==> config.mk <==
export PLATFORM = sky130hd
export DESIGN_NAME = alu_unit
export DESIGN_NICKNAME = d
export VERILOG_FILES = /design/src/alu_pkg.sv /design/src/addsub_unit.sv /design/src/shift_rotate_unit.sv /design/src/alu_exec.sv /design/src/result_queue.sv /design/src/alu_unit.sv
export SDC_FILE = /design/constraint.sdc
export NUM_CORES = 1
export LEC_CHECK = 0
export ABC_AREA = 1
export BUFFER_PORTS_ARGS = -buffer_cell sky130_fd_sc_hd__buf_2
export CORE_MARGIN = 2
export CORE_UTILIZATION = 30
export DETAILED_ROUTE_END_ITERATION = 16
export PLACE_DENSITY_LB_ADDON = 0.25
export SETUP_SLACK_MARGIN = 0.1
export SYNTH_ARGS = -nofsm -noshare
export SYNTH_HDL_FRONTEND = slang
export SYNTH_SLANG_ARGS = --single-unit
==> constraint.sdc <==
create_clock -name clk -period 3.9 [get_ports clk]
set_input_delay 0.39 -clock clk [delete_from_list [all_inputs] [get_ports clk]]
set_output_delay 0.39 -clock clk [all_outputs]
set_load 0.03 [all_outputs]
==> src/alu_pkg.sv <==
/*
 * alu package: operand and flag widths, opcodes, queue sizing and the
 * operand word that reads as a pair or as hi/lo bytes
 */
`default_nettype none

package alu_pkg;

	// one ALU byte and one register pair
	localparam int BYTE_WIDTH = 8;
	localparam int PAIR_WIDTH = 16;

	// flags word, only C and Z survive
	localparam int FLAG_WIDTH = 2;
	localparam int FLAG_C = 0;
	localparam int FLAG_Z = 1;

	localparam int OP_WIDTH = 5;

	// result queue entries, also the sender's credits after reset
	localparam int QUEUE_DEPTH = 4;
	localparam int QUEUE_ADDR_WIDTH = 2;

	// output credit counter width
	localparam int CREDIT_WIDTH = 16;

	// codes 30 and 31 are undefined and pass A through
	typedef enum logic [OP_WIDTH-1:0] {
		alu_op_add, alu_op_adc, alu_op_addpb, alu_op_addp, alu_op_addpsnx,
		alu_op_sub, alu_op_sbc, alu_op_subpb, alu_op_subp,
		alu_op_and, alu_op_orr, alu_op_xor,
		alu_op_inv, alu_op_invp, alu_op_neg, alu_op_negp,
		alu_op_lsl, alu_op_lsr, alu_op_asr, alu_op_rol, alu_op_ror,
		alu_op_rolc, alu_op_rorc,
		alu_op_lslp, alu_op_lsrp, alu_op_asrp, alu_op_rolp, alu_op_rorp,
		alu_op_rolcp, alu_op_rorcp
	} alu_op_t;

	// same 16 bits, pair ops use pair, byte ops use bytes.lo
	typedef union packed {
		logic [PAIR_WIDTH-1:0] pair;
		struct packed {
			logic [BYTE_WIDTH-1:0] hi;
			logic [BYTE_WIDTH-1:0] lo;
		} bytes;
	} operand_t;

	// Z judged on the whole pair for these, on the lo byte otherwise
	function automatic logic is_pair_op(alu_op_t op);
		return op inside {
			alu_op_addpb, alu_op_addp, alu_op_addpsnx,
			alu_op_subpb, alu_op_subp,
			alu_op_invp, alu_op_negp,
			alu_op_lslp, alu_op_lsrp, alu_op_asrp,
			alu_op_rolp, alu_op_rorp, alu_op_rolcp, alu_op_rorcp
		};
	endfunction

endpackage

`default_nettype wire

==> src/addsub_unit.sv <==
/*
 * adder/subtractor: byte and pair add and subtract forms on one
 * 17-bit adder, carry out means no borrow for subtracts
 */
`timescale 1ns/1ns
`default_nettype none

module addsub_unit (
	input  alu_pkg::alu_op_t op,
	input  alu_pkg::operand_t a,
	input  alu_pkg::operand_t b,
	input  logic carry_in,
	output alu_pkg::operand_t sum,
	output logic carry_out
);
	import alu_pkg::*;

	logic is_addsub;
	logic pair_mode;
	logic subtract;
	logic cin;
	logic [PAIR_WIDTH-1:0] b_ext;
	logic [PAIR_WIDTH-1:0] b_inv;
	logic [PAIR_WIDTH-1:0] x_opnd;
	logic [PAIR_WIDTH-1:0] y_opnd;
	logic [PAIR_WIDTH:0] full_sum;

	assign is_addsub = op inside {alu_op_add, alu_op_adc, alu_op_addpb, alu_op_addp,
		alu_op_addpsnx, alu_op_sub, alu_op_sbc, alu_op_subpb, alu_op_subp};
	assign pair_mode = op inside {alu_op_addpb, alu_op_addp, alu_op_addpsnx,
		alu_op_subpb, alu_op_subp};
	assign subtract = op inside {alu_op_sub, alu_op_sbc, alu_op_subpb, alu_op_subp};

	// adc/sbc chain C, plain subtracts need the +1 of two's complement
	always_comb
	begin
		case (op)
			alu_op_adc, alu_op_sbc: cin = carry_in;
			alu_op_sub, alu_op_subpb, alu_op_subp: cin = 1'b1;
			default: cin = 1'b0;
		endcase
	end

	// b operand: full pair, zero-extended byte or sign-extended byte
	always_comb
	begin
		case (op)
			alu_op_addp, alu_op_subp: b_ext = b.pair;
			alu_op_addpsnx: b_ext = {{BYTE_WIDTH{b.bytes.lo[BYTE_WIDTH-1]}}, b.bytes.lo};
			default: b_ext = {{BYTE_WIDTH{1'b0}}, b.bytes.lo};
		endcase
	end

	assign b_inv = subtract ? ~b_ext : b_ext;

	// byte forms sit in the low half, carry lands on bit 8
	assign x_opnd = pair_mode ? a.pair : {{BYTE_WIDTH{1'b0}}, a.bytes.lo};
	assign y_opnd = pair_mode ? b_inv : {{BYTE_WIDTH{1'b0}}, b_inv[BYTE_WIDTH-1:0]};
	assign full_sum = {1'b0, x_opnd} + {1'b0, y_opnd} + {{PAIR_WIDTH{1'b0}}, cin};

	always_comb
	begin
		sum = a;
		carry_out = carry_in;
		if (is_addsub)
		begin
			if (pair_mode)
			begin
				sum.pair = full_sum[PAIR_WIDTH-1:0];
				carry_out = full_sum[PAIR_WIDTH];
			end
			else
			begin
				// hi byte stays a_hi
				sum.bytes.lo = full_sum[BYTE_WIDTH-1:0];
				carry_out = full_sum[BYTE_WIDTH];
			end
		end
	end

endmodule

`default_nettype wire

==> src/shift_rotate_unit.sv <==
/*
 * shift/rotate unit: byte and pair logical and arithmetic shifts,
 * masked-amount rotates and one-bit rotates through carry
 */
`timescale 1ns/1ns
`default_nettype none

module shift_rotate_unit (
	input  alu_pkg::alu_op_t op,
	input  alu_pkg::operand_t a,
	input  logic [alu_pkg::BYTE_WIDTH-1:0] amount,
	input  logic carry_in,
	output alu_pkg::operand_t shifted,
	output logic carry_out,
	output logic unchanged
);
	import alu_pkg::*;

	// shifts carry one extra bit for C, {c,x} left and {x,c} right
	logic [BYTE_WIDTH:0] lsl_b;
	logic [BYTE_WIDTH:0] lsr_b;
	logic [BYTE_WIDTH:0] asr_b;
	logic [PAIR_WIDTH:0] lsl_p;
	logic [PAIR_WIDTH:0] lsr_p;
	logic [PAIR_WIDTH:0] asr_p;
	// rotates on a doubled copy of the operand
	logic [2*BYTE_WIDTH-1:0] rot_l_b;
	logic [2*BYTE_WIDTH-1:0] rot_r_b;
	logic [2*PAIR_WIDTH-1:0] rot_l_p;
	logic [2*PAIR_WIDTH-1:0] rot_r_p;
	logic [BYTE_WIDTH-1:0] rot_amt_b;
	logic [BYTE_WIDTH-1:0] rot_amt_p;
	logic past_byte;
	logic past_pair;
	logic amount_op;

	assign lsl_b = {1'b0, a.bytes.lo} << amount;
	assign lsr_b = {a.bytes.lo, 1'b0} >> amount;
	assign asr_b = $signed({a.bytes.lo, 1'b0}) >>> amount;
	assign lsl_p = {1'b0, a.pair} << amount;
	assign lsr_p = {a.pair, 1'b0} >> amount;
	assign asr_p = $signed({a.pair, 1'b0}) >>> amount;

	// amount beyond the width leaves nothing to shift out
	assign past_byte = amount > BYTE_WIDTH;
	assign past_pair = amount > PAIR_WIDTH;

	// rotate amount modulo width, widths are powers of two
	assign rot_amt_b = amount & BYTE_WIDTH'(BYTE_WIDTH - 1);
	assign rot_amt_p = amount & BYTE_WIDTH'(PAIR_WIDTH - 1);
	assign rot_l_b = {a.bytes.lo, a.bytes.lo} << rot_amt_b;
	assign rot_r_b = {a.bytes.lo, a.bytes.lo} >> rot_amt_b;
	assign rot_l_p = {a.pair, a.pair} << rot_amt_p;
	assign rot_r_p = {a.pair, a.pair} >> rot_amt_p;

	// zero amount on these keeps result and both flags
	assign amount_op = op inside {alu_op_lsl, alu_op_lsr, alu_op_asr, alu_op_rol,
		alu_op_ror, alu_op_lslp, alu_op_lsrp, alu_op_asrp, alu_op_rolp, alu_op_rorp};
	assign unchanged = amount_op && (amount == '0);

	always_comb
	begin
		shifted = a;
		carry_out = carry_in;
		if (!unchanged)
		begin
			case (op)
				alu_op_lsl:
				begin
					shifted.bytes.lo = lsl_b[BYTE_WIDTH-1:0];
					carry_out = lsl_b[BYTE_WIDTH];
				end
				alu_op_lsr:
				begin
					shifted.bytes.lo = lsr_b[BYTE_WIDTH:1];
					carry_out = lsr_b[0];
				end
				alu_op_asr:
				begin
					shifted.bytes.lo = asr_b[BYTE_WIDTH:1];
					carry_out = past_byte ? 1'b0 : asr_b[0];
				end
				// rotates keep C
				alu_op_rol: shifted.bytes.lo = rot_l_b[2*BYTE_WIDTH-1:BYTE_WIDTH];
				alu_op_ror: shifted.bytes.lo = rot_r_b[BYTE_WIDTH-1:0];
				// 9-bit rotate of {c, lo} by one
				alu_op_rolc: {carry_out, shifted.bytes.lo} = {a.bytes.lo, carry_in};
				alu_op_rorc: {shifted.bytes.lo, carry_out} = {carry_in, a.bytes.lo};
				alu_op_lslp:
				begin
					shifted.pair = lsl_p[PAIR_WIDTH-1:0];
					carry_out = lsl_p[PAIR_WIDTH];
				end
				alu_op_lsrp:
				begin
					shifted.pair = lsr_p[PAIR_WIDTH:1];
					carry_out = lsr_p[0];
				end
				alu_op_asrp:
				begin
					shifted.pair = asr_p[PAIR_WIDTH:1];
					carry_out = past_pair ? 1'b0 : asr_p[0];
				end
				alu_op_rolp: shifted.pair = rot_l_p[2*PAIR_WIDTH-1:PAIR_WIDTH];
				alu_op_rorp: shifted.pair = rot_r_p[PAIR_WIDTH-1:0];
				// 17-bit rotate of {c, pair}
				alu_op_rolcp: {carry_out, shifted.pair} = {a.pair, carry_in};
				alu_op_rorcp: {shifted.pair, carry_out} = {carry_in, a.pair};
				default: shifted = a;
			endcase
		end
	end

endmodule

`default_nettype wire

==> src/alu_exec.sv <==
/*
 * ALU execute stage: bitwise and complement ops, selection between the
 * function units by opcode group, C/Z flag update
 */
`timescale 1ns/1ns
`default_nettype none

module alu_exec (
	input  alu_pkg::alu_op_t op,
	input  alu_pkg::operand_t a,
	input  alu_pkg::operand_t b,
	input  logic [alu_pkg::FLAG_WIDTH-1:0] flags_in,
	output alu_pkg::operand_t result,
	output logic [alu_pkg::FLAG_WIDTH-1:0] flags_out
);
	import alu_pkg::*;

	operand_t add_sum;
	operand_t shift_res;
	logic add_c;
	logic shift_c;
	logic shift_keep;
	logic c_out;
	logic keep_z;
	logic z_calc;

	addsub_unit u_addsub (
		.op(op),
		.a(a),
		.b(b),
		.carry_in(flags_in[FLAG_C]),
		.sum(add_sum),
		.carry_out(add_c)
	);

	// shift amount always comes from b lo
	shift_rotate_unit u_shift (
		.op(op),
		.a(a),
		.amount(b.bytes.lo),
		.carry_in(flags_in[FLAG_C]),
		.shifted(shift_res),
		.carry_out(shift_c),
		.unchanged(shift_keep)
	);

	always_comb
	begin
		result = a;
		c_out = flags_in[FLAG_C];
		keep_z = 1'b0;
		case (op)
			alu_op_add, alu_op_adc, alu_op_addpb, alu_op_addp, alu_op_addpsnx,
			alu_op_sub, alu_op_sbc, alu_op_subpb, alu_op_subp:
			begin
				result = add_sum;
				c_out = add_c;
			end
			// logic ops keep C and a_hi
			alu_op_and: result.bytes.lo = a.bytes.lo & b.bytes.lo;
			alu_op_orr: result.bytes.lo = a.bytes.lo | b.bytes.lo;
			alu_op_xor: result.bytes.lo = a.bytes.lo ^ b.bytes.lo;
			// complements, C kept too
			alu_op_inv: result.bytes.lo = ~a.bytes.lo;
			alu_op_invp: result.pair = ~a.pair;
			alu_op_neg: result.bytes.lo = -a.bytes.lo;
			alu_op_negp: result.pair = -a.pair;
			alu_op_lsl, alu_op_lsr, alu_op_asr, alu_op_rol, alu_op_ror,
			alu_op_rolc, alu_op_rorc, alu_op_lslp, alu_op_lsrp, alu_op_asrp,
			alu_op_rolp, alu_op_rorp, alu_op_rolcp, alu_op_rorcp:
			begin
				result = shift_res;
				c_out = shift_c;
				keep_z = shift_keep;
			end
			// undefined codes, A through and both flags held
			default: keep_z = 1'b1;
		endcase
	end

	// Z on lo for byte ops, whole pair for pair ops
	assign z_calc = is_pair_op(op) ? (result.pair == '0) : (result.bytes.lo == '0);
	assign flags_out[FLAG_Z] = keep_z ? flags_in[FLAG_Z] : z_calc;
	assign flags_out[FLAG_C] = c_out;

endmodule

`default_nettype wire

==> src/result_queue.sv <==
/*
 * result queue: in-order FIFO of results and flags, pops against
 * consumer-granted output credits, each pop returns one input credit
 */
`timescale 1ns/1ns
`default_nettype none

module result_queue (
	input  logic clk,
	input  logic rst_n,
	input  logic push,
	input  alu_pkg::operand_t push_result,
	input  logic [alu_pkg::FLAG_WIDTH-1:0] push_flags,
	input  logic out_credit,
	output logic out_valid,
	output alu_pkg::operand_t out_result,
	output logic [alu_pkg::FLAG_WIDTH-1:0] out_flags,
	output logic in_credit
);
	import alu_pkg::*;

	operand_t result_mem [QUEUE_DEPTH];
	logic [FLAG_WIDTH-1:0] flags_mem [QUEUE_DEPTH];
	logic [QUEUE_ADDR_WIDTH-1:0] wr_ptr;
	logic [QUEUE_ADDR_WIDTH-1:0] rd_ptr;
	logic [QUEUE_ADDR_WIDTH:0] count;
	logic [CREDIT_WIDTH-1:0] credits;
	logic pop;

	// one pop per cycle while an entry and a credit are both there
	assign pop = (count != '0) && (credits != '0);
	assign out_valid = pop;
	// input credit paid in the same cycle as the transfer
	assign in_credit = pop;
	assign out_result = result_mem[rd_ptr];
	assign out_flags = flags_mem[rd_ptr];

	always_ff @(posedge clk)
	begin
		if (push)
		begin
			result_mem[wr_ptr] <= push_result;
			flags_mem[wr_ptr] <= push_flags;
		end
	end

	// pointers wrap on their own, depth is a power of two
	always_ff @(posedge clk or negedge rst_n)
	begin
		if (!rst_n)
		begin
			wr_ptr <= '0;
			rd_ptr <= '0;
			count <= '0;
		end
		else
		begin
			if (push)
				wr_ptr <= wr_ptr + 1'b1;
			if (pop)
				rd_ptr <= rd_ptr + 1'b1;
			case ({push, pop})
				2'b10: count <= count + 1'b1;
				2'b01: count <= count - 1'b1;
				default: count <= count;
			endcase
		end
	end

	// grants in, transfers out
	always_ff @(posedge clk or negedge rst_n)
	begin
		if (!rst_n)
			credits <= '0;
		else
		begin
			case ({out_credit, pop})
				2'b10: credits <= credits + 1'b1;
				2'b01: credits <= credits - 1'b1;
				default: credits <= credits;
			endcase
		end
	end

endmodule

`default_nettype wire

==> src/alu_unit.sv <==
/*
 * streaming ALU top: issue register, combinational execute stage,
 * credit-controlled result queue
 */
`timescale 1ns/1ns
`default_nettype none

module alu_unit (
	input  logic clk,
	input  logic rst_n,
	input  logic in_valid,
	input  alu_pkg::alu_op_t in_op,
	input  alu_pkg::operand_t in_a,
	input  alu_pkg::operand_t in_b,
	input  logic [alu_pkg::FLAG_WIDTH-1:0] in_flags,
	input  logic out_credit,
	output logic out_valid,
	output alu_pkg::operand_t out_result,
	output logic [alu_pkg::FLAG_WIDTH-1:0] out_flags,
	output logic in_credit
);
	import alu_pkg::*;

	logic iss_valid;
	alu_op_t iss_op;
	operand_t iss_a;
	operand_t iss_b;
	logic [FLAG_WIDTH-1:0] iss_flags;
	operand_t exec_result;
	logic [FLAG_WIDTH-1:0] exec_flags;

	// issue valid, never stalls since credits bound the queue
	always_ff @(posedge clk or negedge rst_n)
	begin
		if (!rst_n)
			iss_valid <= 1'b0;
		else
			iss_valid <= in_valid;
	end

	// operation payload
	always_ff @(posedge clk)
	begin
		if (in_valid)
		begin
			iss_op <= in_op;
			iss_a <= in_a;
			iss_b <= in_b;
			iss_flags <= in_flags;
		end
	end

	alu_exec u_exec (
		.op(iss_op),
		.a(iss_a),
		.b(iss_b),
		.flags_in(iss_flags),
		.result(exec_result),
		.flags_out(exec_flags)
	);

	// result written one edge after issue
	result_queue u_queue (
		.clk(clk),
		.rst_n(rst_n),
		.push(iss_valid),
		.push_result(exec_result),
		.push_flags(exec_flags),
		.out_credit(out_credit),
		.out_valid(out_valid),
		.out_result(out_result),
		.out_flags(out_flags),
		.in_credit(in_credit)
	);

endmodule

`default_nettype wire

==> impl_metrics.ini, run 1 <==
[timing]
slew_violations = 0
clock.fmax_mhz = 272.5
worst_pin_slew_ns = 1.060
post-route-period-util_pct = 94.11
fin_crit_ns = 3.670
clock_skew_ns = 0.01300
setup_violations = 0
rsz0062_at_grt = yes
finalHoldViolCount = 0
relSlewSlack_pct = 29.34
tns_ns = 0

[synth]
synthTopCellsByArea = edfxtp_1 27%, nand2_1 18%, nand3_1 11%
synth_most_common_cell = nand2_1
syn_area_per_cell_um2 = 6.530
synth_edf_count = 111
yosys_warnings = 0
synth_fp_nets = 2010
async_reset_ff_share_pct = 17.78
synth.top_cell.area_share_pct = 26.71
synth.largest_area_cell = edfxtp_1
synthTopCellsByCount = 589 x nand2_1, 275 x nand3_1, 232 x nor2_1, 128 x inv_1, 111 x edfxtp_1
synth_seq_cells = 135
ys_seq_area_share_pct = 31.53
syn-cell-area_um2 = 12480
synthCells = 1911
synth_cell_type_count = 51
synthFlopType = edfxtp_1

[routing]
first_pass_iters = 6
ant_nets = 0
drc = 0
post_drt_wl_per_cell_um = 20.09
routed_via_density = 5.465
wl_um = 51280
drt_iter0_drc = 1733
vias = 13952

[setup_path]
reg2regPathDepth = 20
rrSetupSlack_ns = 0.23
cpPeakStageDelay_ns = 0.54
crit_path_max_fanout = 5
worst_ep_arrival_time_ns = 3.78
worst-path-stages = 20
endpoint_kind = flip-flop
cp-start-kind = flip-flop
cp-endpoint = u_queue.flags_mem[2][0]
cp.required_ns = 4.01
r2r-end = u_queue.flags_mem[2][0]
path_buf_inv = 4
critPathKind = flip-flop to flip-flop
crit_start = iss_op[1]
path_delay_family = simple AND/OR/NAND/NOR gates
reg2reg_from = iss_op[1]
crit_top_cell = nand2_2
slowest_stage = edfxtp_1
path_cells = nand2_2, nor2_4, nand2_2, nand2_2, nor2_4, inv_2, a21oi_2, a41oi_2, fa_2, inv_2, fa_2, inv_2, nand2_1, o211ai_1, nand3_1, nand2_2, xor2_2, buf_4, o211ai_1, nand3_1

[floorplan]
num_io_pins = 63
die_h_um = 207.9
rows = 74
start_util_pct = 30.49
die_area_um2 = 43240
die_x_um = 207.9
core_um2 = 40920

[placed_design]
dp_hpwl_um = 38450
finalWeightedCongestion = 1.011
io_buffers = 62

[grt]
grt_max_degree = 67
grt.total_usage_pct = 23.15
grt_pass1_vias = 13125
grt_first_pass_wirelength_um = 76930
grtUsageMet1_pct = 30.69
busiest_layer = met2
use_met3_pct = 4.136
overflow = 0
use_met2_pct = 35.20
antenna_found_initial = 0

[clock_network]
cts_buffers = 17
cts-root-buf = clkbuf_16
cts.path.max_buffers = 2
clk_latency_ns = 0.44
tritoncts = yes
ctsHtreeMaxLevel = 4
clock-sinks = 135
cts.clk_slew.worst_paths_ns = 0.07

[job]
drv_cap = 0

[power]
power_leakage_nw = 6.703
powerDensity_nw_per_um2 = 508.4
power_mw = 7.466
max-vdd-ir-drop_v = 0.0003778

[final_layout]
drive_gt1_share_pct = 14.55
nets = 2107
area_growth_pct = 17.70
n_antenna_cell = 0

[min_path]
min_path_cells = 1
hold_path.class = input pin to flip-flop

[outcome]
outcome = finished clean
report_power, final:
group          leakage, nW  switching [mW]  internal, mW  total [mW]
logic                 5.08            2.47          1.17        3.64
registers             1.33           0.209          1.98        2.19
clock network        0.288           0.679         0.956        1.64
repair_timing:
item | 4_1_cts | 5_1_grt
endpoints found under the setup margin | 5 | 47
gates cloned | 0 | 0
buffers inserted | 2 | 30
gates resized for setup | 7 | 77
hold buffers | 1 | 0
hold endpoints to repair | 24 | 0
pin swaps | 1 | 31
cells by family after synthesis:
logic type | Yosys count | share of synthesized area (%)
buffers and inverters | 224 | 7.350
AOI/OAI and AO/OA | 276 | 12.14
adders and majority gates | 56 | 5.856
xor gates and xnor gates | 33 | 2.316
and+or+nand+nor | 1187 | 40.81
DFF | 135 | 31.53
metal layers:
| layer | share of wire, % | vias to the layer above |
|---|---|---|
| li1 | - | 6636 |
| met1 | 42 | 6495 |
| met2 | 44 | 671 |
| met3 | 7.7 | 150 |
| met4 | 6.3 | 0 |
| met5 | 0 | - |
flip-flops by register name, indices dropped and copies added (netlist names), 3 cells and up:
register	cells
iss_b	16
u_queue.result_mem	64
u_queue.count	3
iss_op	5
u_queue.credits	16
iss_a	16
u_queue.flags_mem	8
worst min-delay path by stage:
stage,startpoint,endpoint
5_1_grt,in_b[1],iss_b[1]
3_3_place_gp,rst_n,u_queue.credits[5]
3_5_place_dp,rst_n,u_queue.credits[5]
6_report,in_a[15],iss_a[15]
4_1_cts,in_b[3],iss_b[3]
2_1_floorplan,rst_n,iss_valid
stage by stage:
step | utilization [%] | instances | setup WS, ns | hold slack [ns] | instance area, um^2
finish | 35.89 | 2553 | 0.2297 | 0.1160 | 14690
floorplan | - | 1911 | 0.3004 | 0.09441 | 12480
CTS | 34.69 | 2523 | 0.1009 | 0.08476 | 14200
detailed placement | 33.13 | 2488 | -0.01720 | 0.4205 | 13560
global route | 35.89 | 2553 | -0.001963 | 0.08674 | 14690
global placement | 33.13 | 2488 | 0.02773 | 0.4231 | 13560
worst register-to-register path, cell delays in order (launching register included):
cell and delay [ns]:
edfxtp_1 0.54, nand2_2 0.18, nor2_4 0.06, nand2_2 0.08
nand2_2 0.08, nor2_4 0.15, inv_2 0.05, a21oi_2 0.14
a41oi_2 0.07, fa_2 0.41, inv_2 0.08, fa_2 0.24
inv_2 0.05, nand2_1 0.06, o211ai_1 0.16, nand3_1 0.15
nand2_2 0.07, xor2_2 0.19, buf_4 0.13, o211ai_1 0.19
nand3_1 0.27
cell usage in the layout, fill, tap and decap left out, drive strengths merged, types with 10 or more instances in the layout:
cell type  netlist  layout
a21oi           97      97
buf             50     154
clkbuf          27      18
clkinv           7      11
dfrtp           24      24
edfxtp         111     111
ha              52      52
inv            140     146
nand2          597     597
nand3          279     279
nand4           22      22
nor2           247     247
nor3            17      17
nor4            10      10
o211ai          13      13
o21ai          116     116
o22ai           26      26
xnor2           12      12
xor2            21      21
area by class of cell:
| class | instances | area [um^2] |
|---|---|---|
| repair buffers | 155 | 1044 |
| fillers | 4473 | 26240 |
| flip-flops and latches | 135 | 3934 |
| clock buffers | 18 | 429.2 |
| inverters | 147 | 558.0 |
| multi-input cells | 1552 | 7894 |
| clock inverters | 14 | 162.7 |
| well taps | 532 | 665.6 |
No activity file was read; power rests on OpenSTA's default activity.
==> inputs of run 2 (changes only) <==
- CTS_CLUSTER_SIZE: unset -> 40
- MAX_ROUTING_LAYER: unset -> met4
==> run 2 against run 1 <==
Against the previous run: non-clock buffer count decreased by 8; via count grew 0.36%; highest routed layer unchanged; flip-flop and latch count unchanged.
==> impl_metrics.ini, run 2 (synthesized netlist as in run 1, its figures left out) <==
[setup_path]
worst_ep_arrival_time_ns = 3.97
critPathKind = flip-flop to flip-flop
cp.required_ns = 4.21
rrSetupSlack_ns = 0.24
crit_path_max_fanout = 6
endpoint_kind = flip-flop
cp-start-kind = flip-flop

[clock_network]
tritoncts = yes
cts_buffers = 17
ctsHtreeMaxLevel = 4
clock-sinks = 135
cts.clk_slew.worst_paths_ns = 0.09
cts.path.max_buffers = 2
clk_latency_ns = 0.47
cts-root-buf = clkbuf_16

[floorplan]
die_h_um = 207.9
die_area_um2 = 43240
core_um2 = 40920
num_io_pins = 63
die_x_um = 207.9
start_util_pct = 30.49
rows = 74

[power]
power_leakage_nw = 6.740
max-vdd-ir-drop_v = 0.0002587
powerDensity_nw_per_um2 = 518.1

[final_layout]
utilization_pct = 36.15
final_cell_count_no_fill = 2545
seqCellArea_um2 = 3934
regMostFlops = u_queue.result_mem
n_antenna_cell = 0
nFillCells = 4473
nets = 2099
final_common_cell = nand2_1
drive_gt1_share_pct = 14.95
multi_input_area_um2 = 7993
largest_reg_flops = 64
area_growth_pct = 18.57
final_cell_mix = 568 x nand2_1, 270 x nand3_1, 221 x nor2_1

[min_path]
hold_path.class = input pin to flip-flop

[routing]
wl_um = 52680
drc = 0
post_drt_wl_per_cell_um = 20.70
drt_iter0_drc = 1647
first_pass_iters = 7
vias = 14002
routed_via_density = 5.502
ant_nets = 0

[timing]
whs_ns = 0.08955
clock.fmax_mhz = 272.9
clock_skew_ns = 0.02778
finalHoldViolCount = 0
setup_violations = 0
rsz0062_at_grt = yes
worst_pin_slew_ns = 0.9841
post-route-period-util_pct = 93.96
fin_crit_ns = 3.665
slew_violations = 0
relSlewSlack_pct = 33.99

[grt]
grt_first_pass_wirelength_um = 79310
overflow = 0
antenna_found_initial = 0
grt.total_usage_pct = 24.55
grt_max_degree = 60
grt_pass1_vias = 13146

[outcome]
outcome = finished clean

[placed_design]
dp_cells = 2488
dp_hpwl_um = 39350
finalWeightedCongestion = 1.038
io_buffers = 62

[job]
drv_cap = 0
run 2: cell types whose count changed in the layout (fill, tap and decap cells not counted), moves of 3 or more:
cell	delta
buf_4	-11
a21oi_1	-7
a21oi_2	+5
ha_2	+5
ha_1	-4
nor2_2	-4
clkinv_4	-3
nor2_4	+3
run 2: power by group:
part	switching [mW]	total, mW	internal [mW]
logic	2.50	3.67	1.17
clock network	0.711	1.79	1.08
registers	0.223	2.21	1.98
run 2: layout make-up:
| cell class | instances | share of cell area, % |
|---|---|---|
| Timing Repair Buffer | 147 | 6.909 |
| Sequential cell | 135 | 26.59 |
| Inverter | 147 | 3.763 |
| Clock buffer | 18 | 2.901 |
| Multi-Input combinational cell | 1552 | 54.02 |
| Tap cell | 532 | 4.499 |
| Clock inverter | 14 | 1.319 |
run 2: through the flow:
step / TNS, ns / cell area [um^2] / setup slack, ns / total power [mW]
2_1_floorplan: 0 / 12480 / 0.3004 / 4.591
3_3_place_gp: 0 / 13570 / 0.01404 / 5.638
3_5_place_dp: 0 / 13570 / 0.04979 / 5.697
4_1_cts: 0 / 14200 / 0.1164 / 7.510
5_1_grt: -0.04360 / 14800 / -0.01094 / 8.179
6_report: 0 / 14800 / 0.2354 / 7.666
run 2: what timing repair did:
action | CTS | global route
pin swaps | 0 | 31
hold buffers | 1 | 0
endpoints found under the setup margin | 4 | 47
hold endpoints to repair | 24 | 0
cloned | 0 | 3
setup buffers | 0 | 21
resized for setup | 2 | 104
run 2: path summary, 6_finish.rpt:
check	startpoint	to	cells past startpoint
max	iss_op[1]	u_queue.flags_mem[2][1]	20
max reg2reg	iss_op[1]	u_queue.flags_mem[2][1]	20
min reg2reg	u_queue.count[2]	u_queue.count[2]	1
min in group asynchronous	rst_n	u_queue.credits[4]	2
max in group asynchronous	rst_n	u_queue.count[0]	2
min	in_b[1]	iss_b[1]	1
run 2: critical path: stages (launching register included):
cell and delay (ns):
edfxtp_1 0.55, nand2_2 0.18, nor2_4 0.05, nand2_2 0.07, nand2_2 0.07, nor2_4 0.28, inv_2 0.06, a21oi_2 0.12
a41oi_2 0.06, fa_2 0.40, inv_2 0.08, fa_2 0.25, xor2_1 0.17, nor2_1 0.07, nor4_1 0.20, nand3_1 0.12
nor2_1 0.37, nand3_1 0.14, nor2_1 0.16, nand2_2 0.07, nand2_2 0.07
run 2: routing by layer:
layer  up-vias  track usage [%]  wire, um
met4         0            12.67      3100
met3       152            3.879      4242
met2       716            36.42     23160
li1       6593                -         -
met1      6541            32.28     22180
met5         -                -         0
==> inputs of run 3 (changes only) <==
- CELL_PAD_IN_SITES_DETAIL_PLACEMENT: unset -> 0
- CELL_PAD_IN_SITES_GLOBAL_PLACEMENT: unset -> 1
==> run 3 against run 2 <==
Against the previous run: via count decreased by 0.77%; global-route usage grew 0.95 points; final cell count grew 0.47%; sequential share of layout area grew 0.097 points; critical path type unchanged.
==> impl_metrics.ini, run 3 (synthesized netlist as in run 1, its figures left out) <==
[clock_network]
cts.clk_slew.worst_paths_ns = 0.06
clock-sinks = 135
cts.path.max_buffers = 2
ctsHtreeMaxLevel = 4
tritoncts = yes
clk_latency_ns = 0.44
cts_buffers = 17
cts-root-buf = clkbuf_16

[floorplan]
start_util_pct = 30.49
die_h_um = 207.9
die_x_um = 207.9
core_um2 = 40920
num_io_pins = 63
rows = 74
die_area_um2 = 43240

[final_layout]
final_cell_count_no_fill = 2557
largest_reg_flops = 64
n_antenna_cell = 0
nets = 2111
drive_gt1_share_pct = 14.62
final_cell_mix = 573 x nand2_1, 272 x nand3_1, 219 x nor2_1
nFillCells = 4480
final_common_cell = nand2_1
area_growth_pct = 18.14
regMostFlops = u_queue.result_mem

[setup_path]
worst_ep_arrival_time_ns = 3.93
cp-start-kind = flip-flop
critPathKind = flip-flop to flip-flop
endpoint_kind = flip-flop
cp.required_ns = 4.20
crit_path_max_fanout = 4

[timing]
finalHoldViolCount = 0
fin_crit_ns = 3.632
clock_skew_ns = 0.009394
slew_violations = 0
worst_pin_slew_ns = 1.019
clock.fmax_mhz = 275.3
relSlewSlack_pct = 31.63
post-route-period-util_pct = 93.13
setup_violations = 0
rsz0062_at_grt = no
tns_ns = 0

[power]
power_mw = 7.415
powerDensity_nw_per_um2 = 503.0
max-vdd-ir-drop_v = 0.0003229
power_leakage_nw = 6.706

[routing]
wl_um = 54240
first_pass_iters = 5
ant_nets = 0
post_drt_wl_per_cell_um = 21.21
drc = 0
vias = 13894
drt_iter0_drc = 1471
routed_via_density = 5.434

[grt]
use_met3_pct = 2.883
antenna_found_initial = 0
grt_pass1_vias = 13223
use_met2_pct = 38.97
grt_max_degree = 45
grtUsageMet1_pct = 34.84
busiest_layer = met2
grt.total_usage_pct = 25.50
grt_first_pass_wirelength_um = 81480
overflow = 0

[placed_design]
io_buffers = 62
dp_hpwl_um = 41470
dp_cells = 2507
finalWeightedCongestion = 0.9976

[outcome]
outcome = finished clean

[min_path]
hold_path.class = input pin to flip-flop

[job]
drv_cap = 0
run 3: cell types whose count changed in the layout (fill, tap and decap cells not counted), moves of 4 or more:
cell / before / now
a21oi_1: 79 / 87
buf_4: 77 / 91
nand2_1: 568 / 573
ha_2: 6 / 1
ha_4: 1 / 5
a21oi_2: 16 / 8
run 3: through the flow:
step / setup WS (ns) / hold WS [ns] / instance area (um^2) / utilization [%]
after global routing: 0.04402 / 0.1109 / 14740 / 36.02
final: 0.2681 / 0.1301 / 14740 / 36.02
after CTS: 0.1122 / 0.1018 / 14280 / 34.90
after floorplan: 0.3004 / 0.09441 / 12480 / -
after global placement: -0.06740 / 0.4212 / 13710 / 33.51
after detailed placement: -0.05010 / 0.4142 / 13710 / 33.51
run 3: worst paths after layout:
kind,startpoint,end,slack [ns],depth (start not counted)
worst max-delay path,iss_op[4],u_queue.flags_mem[2][1],0.27,20
worst min-delay path,in_a[4],iss_a[4],0.13,1
worst max register to register,iss_op[4],u_queue.flags_mem[2][1],0.27,20
worst min register to register,u_queue.count[2],u_queue.count[2],0.50,1
max in group asynchronous,rst_n,iss_valid,3.03,2
min in group asynchronous,rst_n,u_queue.credits[4],0.47,2
run 3: report_power, final:
group | switching (mW) | internal (mW)
clock | 0.662 | 0.883
sequential | 0.218 | 1.98
combinational | 2.49 | 1.18
run 3: metal layers:
metal | vias up | part of all wire, %
li1 | 6645 | -
met4 | 0 | 3.3
met1 | 6636 | 46
met5 | - | 0
met2 | 516 | 45
met3 | 97 | 6.0
run 3: critical path, stage by stage, from the launching register on:
cell,delay [ns]
edfxtp_1,0.48
inv_2,0.12
nand2_2,0.08
nor2_2,0.14
nand2_1,0.09
nand2_2,0.09
nor2_4,0.05
inv_1,0.07
a21oi_2,0.04
a41oi_2,0.20
fa_2,0.24
inv_1,0.06
fa_2,0.52
nor2_1,0.05
nor4_1,0.48
nand3_1,0.30
nor2_1,0.16
nand3_1,0.09
nor2_1,0.10
nand2_1,0.07
nand2_2,0.08
run 3: repair_timing:
action | in CTS | in global routing
gates cloned | 0 | 0
endpoints found under the hold margin | 24 | 0
setup endpoints to repair | 4 | 48
hold buffers | 1 | 0
gates resized for setup | 3 | 90
pin swaps | 0 | 24
buffers inserted | 0 | 17
run 3: layout make-up:
cell class              count  area [um^2]  share of cell area, %
multi-input cells        1552         7943                  53.88
clock inverters            13        122.6                 0.8318
flip-flops and latches    135         3934                  26.68
well taps                 532        665.6                  4.515
clock buffers              19        432.9                  2.937
inverters                 147        558.0                  3.785
repair buffers            159         1086                  7.367
